<file path="config.mk">
export PLATFORM = sky130hd
export DESIGN_NAME = alu_lane
export DESIGN_NICKNAME = d
export VERILOG_FILES = /design/src/logic/alu_pkg.sv /design/src/logic/alu_lane.sv /design/src/logic/result_writeback.sv /design/src/logic/alu_shifter.sv /design/src/logic/alu_addlogic.sv /design/src/logic/operand_forward.sv /design/src/logic/alu_decode.sv
export SDC_FILE = /design/constraint.sdc
export NUM_CORES = 2
export LEC_CHECK = 0
export ABC_AREA = 1
export BUFFER_PORTS_ARGS = -buffer_cell sky130_fd_sc_hd__buf_2
export CORE_MARGIN = 8
export CORE_UTILIZATION = 60
export DETAILED_ROUTE_END_ITERATION = 12
export HOLD_SLACK_MARGIN = 0.03
export PLACE_DENSITY = 0.85
export SETUP_SLACK_MARGIN = 0.5
export SLEW_MARGIN = 20
export SYNTH_ARGS = -nofsm -noshare
export SYNTH_HDL_FRONTEND = slang
export SYNTH_HIERARCHICAL = 1
export SYNTH_SLANG_ARGS = --single-unit
</file>
<file path="constraint.sdc">
create_clock -name clk -period 4.4 [get_ports clk]
set_clock_uncertainty 0.05 [all_clocks]
set_input_delay 0.22 -clock clk [delete_from_list [all_inputs] [get_ports clk]]
set_output_delay 0.22 -clock clk [all_outputs]
set_load 0.05 [all_outputs]
</file>
<file path="src/logic/alu_pkg.sv">
package alu_pkg;

  localparam int xlen = 64;

  typedef logic [xlen-1:0] data_t;
  typedef logic [3:0]      flags_t;

  // flag bit positions
  localparam int flag_z = 0;
  localparam int flag_s = 1;
  localparam int flag_c = 2;
  localparam int flag_v = 3;

  localparam logic [7:0] op_add64 = 8'h01;
  localparam logic [7:0] op_sub64 = 8'h02;
  localparam logic [7:0] op_add32 = 8'h03;
  localparam logic [7:0] op_sub32 = 8'h04;
  localparam logic [7:0] op_and   = 8'h05;
  localparam logic [7:0] op_or    = 8'h06;
  localparam logic [7:0] op_xor   = 8'h07;
  localparam logic [7:0] op_shl64 = 8'h08;
  localparam logic [7:0] op_shr64 = 8'h09;
  localparam logic [7:0] op_sar64 = 8'h0a;
  localparam logic [7:0] op_shl32 = 8'h0b;
  localparam logic [7:0] op_shr32 = 8'h0c;
  localparam logic [7:0] op_sar32 = 8'h0d;

  // compare family ignores the low opcode bit
  localparam logic [6:0] cmp_group = 7'd30;
  localparam logic [7:0] op_cmp    = {cmp_group, 1'b0};

  // compare mask bits
  localparam int cmp_s = 0; // signed less
  localparam int cmp_u = 1; // unsigned less
  localparam int cmp_e = 2; // equal

  localparam logic [1:0] lsel_arith = 2'd0;
  localparam logic [1:0] lsel_and   = 2'd1;
  localparam logic [1:0] lsel_or    = 2'd2;
  localparam logic [1:0] lsel_xor   = 2'd3;

  typedef struct packed {
    logic [3:0] spare;
    logic       half;  // force 32-bit form
    logic [7:0] opc;
  } arith_view_t;

  // cond[0] sits on the half bit and cond[1] negates the hit
  typedef struct packed {
    logic [2:0] mask;
    logic [1:0] cond;
    logic [7:0] opc;
  } cmp_view_t;

  typedef union packed {
    arith_view_t arith;
    cmp_view_t   cmp;
  } op_word_u;

  typedef enum logic [1:0] {fwd_port, fwd_own, fwd_ext, fwd_ext_d} fwd_sel_t;
  typedef enum logic {unit_add, unit_shift} unit_t;

endpackage
</file>
<file path="src/logic/alu_lane.sv">
module alu_lane (
  input  logic              clk,
  input  logic              arst_n,
  input  logic              issue_en,
  input  alu_pkg::op_word_u op,
  input  alu_pkg::data_t    a_val,
  input  alu_pkg::data_t    b_val,
  input  alu_pkg::fwd_sel_t a_sel,
  input  alu_pkg::fwd_sel_t b_sel,
  input  alu_pkg::data_t    ext_result,
  input  logic              flush,
  output alu_pkg::data_t    result,
  output alu_pkg::flags_t   flags,
  output logic              result_valid
);
  import alu_pkg::*;

  logic       dec_valid, sub_en, is_cmp, half, shl, arith;
  logic [2:0] cmp_mask;
  logic [1:0] logic_sel;
  unit_t      unit;
  data_t      a_op, b_op;
  data_t      sum, shifted;
  flags_t     sum_flags, shift_flags;

  alu_decode u_decode (
    .clk, .arst_n, .issue_en, .flush, .op,
    .dec_valid, .unit, .sub_en, .is_cmp, .cmp_mask, .logic_sel,
    .half, .shl, .arith
  );

  operand_forward u_fwd_a (
    .clk, .arst_n, .issue_en, .port_val(a_val), .sel(a_sel),
    .own_result(result), .ext_result, .operand(a_op)
  );

  operand_forward u_fwd_b (
    .clk, .arst_n, .issue_en, .port_val(b_val), .sel(b_sel),
    .own_result(result), .ext_result, .operand(b_op)
  );

  alu_addlogic u_addlogic (
    .a(a_op), .b(b_op), .sub_en, .is_cmp, .cmp_mask, .logic_sel, .half,
    .sum, .sum_flags
  );

  alu_shifter u_shifter (
    .a(a_op), .b(b_op), .half, .shl, .arith, .shifted, .shift_flags
  );

  result_writeback u_wb (
    .clk, .arst_n, .dec_valid, .flush, .unit, .sum, .sum_flags,
    .shifted, .shift_flags, .result, .flags, .result_valid
  );

endmodule

</file>
<file path="src/logic/result_writeback.sv">
module result_writeback (
  input  logic            clk,
  input  logic            arst_n,
  input  logic            dec_valid,
  input  logic            flush,
  input  alu_pkg::unit_t  unit,
  input  alu_pkg::data_t  sum,
  input  alu_pkg::flags_t sum_flags,
  input  alu_pkg::data_t  shifted,
  input  alu_pkg::flags_t shift_flags,
  output alu_pkg::data_t  result,
  output alu_pkg::flags_t flags,
  output logic            result_valid
);
  import alu_pkg::*;

  data_t  res_mux;
  flags_t flg_mux;

  assign res_mux = (unit == unit_shift) ? shifted : sum;
  assign flg_mux = (unit == unit_shift) ? shift_flags : sum_flags;

  always_ff @(posedge clk or negedge arst_n) begin
    if (!arst_n) begin
      result       <= '0;
      flags        <= '0;
      result_valid <= 1'b0;
    end else begin
      result_valid <= dec_valid && !flush;
      if (dec_valid) begin // own-result bypass reads the held value
        result <= res_mux;
        flags  <= flg_mux;
      end
    end
  end

endmodule

</file>
<file path="src/logic/alu_shifter.sv">
module alu_shifter (
  input  alu_pkg::data_t  a,
  input  alu_pkg::data_t  b,
  input  logic            half,
  input  logic            shl,
  input  logic            arith,
  output alu_pkg::data_t  shifted,
  output alu_pkg::flags_t shift_flags
);
  import alu_pkg::*;

  logic [5:0] cnt;
  data_t      src;
  data_t      res;

  assign cnt = half ? {1'b0, b[4:0]} : b[5:0];

  // widen the low word first so shr/sar see the right upper bits
  always_comb begin
    if (!half)      src = a;
    else if (arith) src = {{32{a[31]}}, a[31:0]};
    else            src = {32'b0, a[31:0]};
  end

  always_comb begin
    if (shl)        res = src << cnt;
    else if (arith) res = $signed(src) >>> cnt;
    else            res = src >> cnt;
  end

  assign shifted = half ? {32'b0, res[31:0]} : res;

  always_comb begin
    shift_flags = '0; // c and v stay clear
    if (half) begin
      shift_flags[flag_z] = (res[31:0] == 32'b0);
      shift_flags[flag_s] = res[31];
    end else begin
      shift_flags[flag_z] = (res == '0);
      shift_flags[flag_s] = res[xlen-1];
    end
  end

endmodule

</file>
<file path="src/logic/alu_addlogic.sv">
module alu_addlogic (
  input  alu_pkg::data_t  a,
  input  alu_pkg::data_t  b,
  input  logic            sub_en,
  input  logic            is_cmp,
  input  logic [2:0]      cmp_mask,
  input  logic [1:0]      logic_sel,
  input  logic            half,
  output alu_pkg::data_t  sum,
  output alu_pkg::flags_t sum_flags
);
  import alu_pkg::*;

  data_t         b_eff;
  logic [xlen:0] full;
  logic [32:0]   low;   // carry out of bit 31
  logic          az, as, ac, av;
  logic [2:0]    rel;
  logic          hit;
  data_t         raw;

  assign b_eff = sub_en ? ~b : b;
  assign full  = {1'b0, a} + {1'b0, b_eff} + {{xlen{1'b0}}, sub_en};
  assign low   = {1'b0, a[31:0]} + {1'b0, b_eff[31:0]} + {32'b0, sub_en};

  always_comb begin
    if (half) begin
      az = (full[31:0] == 32'b0);
      as = full[31];
      ac = low[32];
      av = (a[31] == b_eff[31]) && (full[31] != a[31]);
    end else begin
      az = (full[xlen-1:0] == '0);
      as = full[xlen-1];
      ac = full[xlen];
      av = (a[xlen-1] == b_eff[xlen-1]) && (full[xlen-1] != a[xlen-1]);
    end
    rel        = 3'b000;
    rel[cmp_s] = as ^ av;
    rel[cmp_u] = !ac;     // no carry means borrow
    rel[cmp_e] = az;
    hit = (|(cmp_mask & rel)) ^ logic_sel[0];
  end

  always_comb begin
    if (is_cmp) begin
      raw = {{(xlen-1){1'b0}}, hit};
    end else begin
      case (logic_sel)
        lsel_and: raw = a & b;
        lsel_or:  raw = a | b;
        lsel_xor: raw = a ^ b;
        default:  raw = full[xlen-1:0];
      endcase
    end
    sum = half ? {32'b0, raw[31:0]} : raw;
    if (is_cmp || logic_sel == lsel_arith) begin
      sum_flags = {av, ac, as, az};
    end else begin
      sum_flags         = '0;
      sum_flags[flag_z] = (sum == '0);
      sum_flags[flag_s] = half ? raw[31] : raw[xlen-1];
    end
  end

endmodule

</file>
<file path="src/logic/operand_forward.sv">
module operand_forward (
  input  logic              clk,
  input  logic              arst_n,
  input  logic              issue_en,
  input  alu_pkg::data_t    port_val,
  input  alu_pkg::fwd_sel_t sel,
  input  alu_pkg::data_t    own_result,
  input  alu_pkg::data_t    ext_result,
  output alu_pkg::data_t    operand
);
  import alu_pkg::*;

  data_t ext_d; // ext bus one edge back
  data_t pick;

  always_comb begin
    case (sel)
      fwd_own:   pick = own_result;
      fwd_ext:   pick = ext_result;
      fwd_ext_d: pick = ext_d;
      default:   pick = port_val;
    endcase
  end

  always_ff @(posedge clk or negedge arst_n) begin
    if (!arst_n) begin
      ext_d   <= '0;
      operand <= '0;
    end else begin
      ext_d <= ext_result;
      if (issue_en) operand <= pick;
    end
  end

endmodule

</file>
<file path="src/logic/alu_decode.sv">
module alu_decode (
  input  logic             clk,
  input  logic             arst_n,
  input  logic             issue_en,
  input  logic             flush,
  input  alu_pkg::op_word_u op,
  output logic             dec_valid,
  output alu_pkg::unit_t   unit,
  output logic             sub_en,
  output logic             is_cmp,
  output logic [2:0]       cmp_mask,
  output logic [1:0]       logic_sel,
  output logic             half,
  output logic             shl,
  output logic             arith
);
  import alu_pkg::*;

  unit_t      d_unit;
  logic       d_sub, d_cmp, d_half, d_shl, d_arith;
  logic [2:0] d_mask;
  logic [1:0] d_lsel;
  logic       valid_q;

  always_comb begin
    d_unit  = unit_add;
    d_sub   = 1'b0;
    d_cmp   = 1'b0;
    d_mask  = 3'b000;
    d_lsel  = lsel_arith;
    d_half  = op.arith.half;
    d_shl   = 1'b0;
    d_arith = 1'b0;
    if (op.cmp.opc[7:1] == cmp_group) begin
      d_cmp  = 1'b1;
      d_sub  = 1'b1;
      d_mask = op.cmp.mask;
      d_half = op.cmp.cond[0];
      d_lsel = {1'b0, op.cmp.cond[1]}; // carries the negate bit on compares
    end else begin
      case (op.arith.opc)
        op_sub64: d_sub = 1'b1;
        op_add32: d_half = 1'b1;
        op_sub32: begin
          d_sub  = 1'b1;
          d_half = 1'b1;
        end
        op_and: d_lsel = lsel_and;
        op_or:  d_lsel = lsel_or;
        op_xor: d_lsel = lsel_xor;
        op_shl64, op_shl32: begin
          d_unit = unit_shift;
          d_shl  = 1'b1;
          d_half = d_half | (op.arith.opc == op_shl32);
        end
        op_shr64, op_shr32: begin
          d_unit = unit_shift;
          d_half = d_half | (op.arith.opc == op_shr32);
        end
        op_sar64, op_sar32: begin
          d_unit  = unit_shift;
          d_arith = 1'b1;
          d_half  = d_half | (op.arith.opc == op_sar32);
        end
        default: ; // unknown ops fall to add
      endcase
    end
  end

  always_ff @(posedge clk or negedge arst_n) begin
    if (!arst_n) valid_q <= 1'b0;
    else         valid_q <= issue_en && !flush;
  end

  always_ff @(posedge clk) begin
    if (issue_en) begin
      unit      <= d_unit;
      sub_en    <= d_sub;
      is_cmp    <= d_cmp;
      cmp_mask  <= d_mask;
      logic_sel <= d_lsel;
      half      <= d_half;
      shl       <= d_shl;
      arith     <= d_arith;
    end
  end

  assign dec_valid = valid_q && !flush; // late flush kills too

endmodule

</file>
==> metrics.yaml, run 1 <==
status: "stopped before the end"
haltStage: "global routing"
error: "[ERROR GRT-0116] Global routing finished with congestion. Check the congestion regions in the DRC Viewer."
ys.warnings.count: 6
synth_area_mm2: 0.03829
yosys-top-cells-area: "nand2_1, dfrtp_1, nand3_1"
overflow: 40
ys_seq_elements: 337
numCtsBuffers: 38
grt_pass1_wl_mm: 370.6
die_w_um: 268.6
grt_max_degree: 140
grt_util_all_layers_pct: 69.90
initial_core_util_pct: 60.71
clkSinkCount: 337
synth_cell_type_count: 56
io_pins: 282
hpwl_mm: 163.2
globalplace.congestion: 1.267
synthesis.area_per_instance_um2: 5.786
cts_root_buf: "clkbuf_16"
async_reset_ff_share_pct: 96.74
synthCells: 6619
post_dp_cell_area_mm2: 0.04305
ys.flop_type: "dfrtp_1"
num_rows: 92
clk_path_buf_depth: 3
yosysTopAreaCellShare_pct: 23.13
die_y_um: 268.6
yosysTopAreaCell: "nand2_1"
io_buffers: 281
cts_max_level: 2
grt_pass1_vias: 57623
synth-edff-count: 11
yosysSeqAreaShare_pct: 22.17
-- through the flow --
step | hold slack, ps | setup WS (ps) | cells | TNS, ps
4_1_cts | 30.26 | 144.5 | 8129 | 0
3_5_place_dp | 299.5 | -243.3 | 7891 | -269.4
3_3_place_gp | 297.7 | -220.9 | 7891 | -286.1
2_1_floorplan | -125.6 | 1068 | 6620 | 0
-- cells in the mapped netlist, types with 71 or more instances --
library cell	number
clkbuf_1	97
ha_1	192
nand3_1	1198
nor2_1	299
inv_1	893
a21oi_1	276
nand2_1	2360
buf_2	164
xor2_1	71
o21bai_1	128
dfrtp_1	326
o21ai_0	135
-- per-layer routing --
metal,track usage [%],GRT overflow
met1,68.47,0
met2,85.51,19
met3,59.72,1
met4,62.60,20
met5,42.81,0
-- logic make-up after synthesis --
logic type	count (synthesis)	synth area share [%]
buffers and inverters	1287	13.78
AO/OA/AOI/OAI	678	10.47
XOR/XNOR	94	2.150
other	1	0.009793
AND/OR/NAND/NOR	4027	45.04
flip-flops	337	22.17
multiplexers	2	0.05228
adder cells (fa/ha/maj)	193	6.326
-- what timing repair did --
action	in CTS
setup endpoints to repair	6
pin swaps	41
resized for setup	125
setup buffers	18
gates cloned	1
endpoints found under the hold margin	324
hold buffers	149
==> run 2: changes to the inputs <==
Settings changed: CORE_UTILIZATION 60 to 40, HOLD_SLACK_MARGIN 0.03 to default, PLACE_DENSITY 0.85 to default, PLACE_DENSITY_LB_ADDON from default to 0.15, SETUP_SLACK_MARGIN 0.5 to default.
==> run 2 against run 1 <==
The flow now finishes without violations. Area after synthesis stayed put. Synthesized cell count stayed put.
==> metrics.yaml, run 2 <==
finalNonFillerCells: 8537
cpMaxStageDelayCell: "edfxtp_1"
io_pins: 282  # unchanged
place_inst: 8282  # +5.0%
synth.most_common_cell: "nand2_1"
period_share_pct: 97.07
ys.warnings.count: 6  # unchanged
worst_pin_slew_ps: 1122
synth-edff-count: 11  # unchanged
wl_mm: 208.2
total_power_mw: 18.63
grt_util_all_layers_pct: 37.32
io_buffers: 281  # unchanged
yosysTopAreaCell: "nand2_1"
clkSinkCount: 337  # unchanged
hpwl_mm: 165.8  # +1.6%
ys_seq_elements: 337  # unchanged
hp-class: "input pin to flip-flop"
first_pass_iters: 7
cp-start-kind: "flip-flop"
cp_max_fo: 12
post-route-drc-count: 0
maxSlewHeadroom_pct: 25.03
fillers: 10241
nets: 7648
crit_type: "flip-flop to flip-flop"
synth_area_mm2: 0.03829  # unchanged
yosysTopAreaCellShare_pct: 23.13  # unchanged
path_clk_slew_ps: 60
drv_cap: 0
globalplace.congestion: 1.064  # -16%
ant_nets: 0
worstSetupEndpointType: "flip-flop"
rr_worst_depth: 29
yosysSeqAreaShare_pct: 22.17  # unchanged
worstReg2RegEnd: "u_wb/flags[0]"
drtIter0Drc: 5930
die_y_um: 325.4  # +21%
core_mm2: 0.09501
hold_slack_ps: 23.98
layout_commonest_cell: "nand2_1"
cts_max_level: 2  # unchanged
viasPerCell: 5.571
peakVddDrop_v: 0.0003650
hold_path_depth: 3
max_freq_ghz: 0.2341
grt_pass1_vias: 44702
num_rows: 113  # +23%
layout-drive-gt1-share_pct: 14.59
antenna_found_initial: 3
clk_latency_ps: 620
regToRegSetupSlack_ps: 130
ys.flop_type: "dfrtp_1"
synthCells: 6619  # unchanged
layout_min_cycle_time_ps: 4271
crit_required_ps: 4880
status: "complete, no violations"
hold_end: "u_decode/valid_q"
async_reset_ff_share_pct: 96.74  # unchanged
cts_tree: "built"
numCtsBuffers: 39  # +2.6%
synth_common_cells: "nand2_1, nand3_1, inv_1, dfrtp_1, nor2_1"
cpMostUsedCell: "nand2_1"
cts_root_buf: "clkbuf_16"
overflow: 0
initial_core_util_pct: 40.30  # -20 points
die_area_mm2: 0.1059
grt_pass1_wl_mm: 298.2
p_leak_nw: 26.16
crit_arrival_ps: 4750
yosys-top-cells-area: "nand2_1, dfrtp_1, nand3_1"
clk_path_buf_depth: 3  # unchanged
ff_latch_area_mm2: 0.008499
vias: 47556
cp_slowest_stage_delay_ps: 470
grt_max_degree: 102
multi_input_area_mm2: 0.02493
syn2layout_area_growth_pct: 22.86
min_from: "issue_en"
rr_startpoint: "u_decode/sub_en"
setup_viol: 0
finalSetupTns_ps: 0
final_cell_mix: "nand2_1, nand3_1, inv_1"
slew_viol_final: 0
p_per_area_mw_per_mm2: 395.9
synth_cell_type_count: 56  # unchanged
wl_per_cell_um: 24.39
finalHoldViolCount: 0
synthesis.area_per_instance_um2: 5.786  # unchanged
die_w_um: 325.4  # +21%
[run 2: logic make-up after synthesis]
logic type	count (synthesis)	share of synthesized area, %
and+or+nand+nor	4027	45.04
buffers and inverters	1287	13.78
muxes	2	0.05228
adders and majority gates	193	6.326
DFF	337	22.17
AOI/OAI and AO/OA	678	10.47
other	1	0.009793
xor gates and xnor gates	94	2.150
[run 2: stage by stage]
stage / setup slack (ps) / cell area, um2 / util [%]
3_3_place_gp: -214.7 / 43510 / 45.80
5_1_grt: -22.86 / 47050 / 49.52
4_1_cts: 37.34 / 46560 / 49.00
6_report: 128.8 / 47050 / 49.52
2_1_floorplan: 1068 / 38300 / -
3_5_place_dp: -132.8 / 43510 / 45.80
[run 2: area by class of cell]
class | count | share of cell area [%]
Tap cell | 1265 | 3.364
Sequential cell | 337 | 18.07
Inverter | 932 | 7.489
Timing Repair Buffer | 936 | 15.28
Clock inverter | 18 | 0.4947
Multi-Input combinational cell | 4996 | 52.99
Clock buffer | 52 | 2.306
Antenna cell | 1 | 0.005319
[run 2: metal layers]
metal | GRT usage (%) | routed length [um]
met4 | 17.90 | 12070
met5 | 0 | 12
met3 | 7.053 | 19230
met2 | 58.31 | 90840
met1 | 49.38 | 86030
[run 2: worst max-delay path, delay by kind of cell (launching register included)]
| kind | cells | cell delay (ps) |
|---|---|---|
| simple gates | 19 | 1860 |
| fa+ha+maj | 1 | 360 |
| flops | 1 | 470 |
| buf+inv | 6 | 770 |
| compound gates | 1 | 200 |
| xor+xnor | 2 | 510 |
[run 2: report_power, final]
group | switching, mW | internal [mW] | total [mW] | leakage, nW
Sequential | 0.552 | 3.46 | 4.01 | 4.09
Clock | 1.46 | 1.94 | 3.40 | 0.642
Combinational | 7.59 | 3.63 | 11.2 | 21.4
Total | 9.60 | 9.03 | 18.6 | 26.2
[run 2: worst max path at each step]
stage	start	endpoint	slack, ps	depth (start not counted)
2_1_floorplan	u_decode/sub_en	u_wb/flags[0]	1070	28
3_3_place_gp	u_decode/sub_en	u_wb/flags[0]	-210	27
3_5_place_dp	u_decode/sub_en	u_wb/flags[0]	-130	29
4_1_cts	u_decode/sub_en	u_wb/flags[0]	40	29
5_1_grt	u_decode/sub_en	u_wb/result[0]	-20	31
6_report	u_decode/sub_en	u_wb/flags[0]	130	29
[run 2: timing repair]
action                                  4_1_cts  5_1_grt
pin swaps                                     0       21
hold endpoints to repair                    340        0
hold buffers                                172        0
gates cloned                                  0        1
endpoints found under the setup margin        1        2
resized for setup                             1      114
buffers inserted                              0       11
No activity file was read; power rests on OpenSTA's default activity.
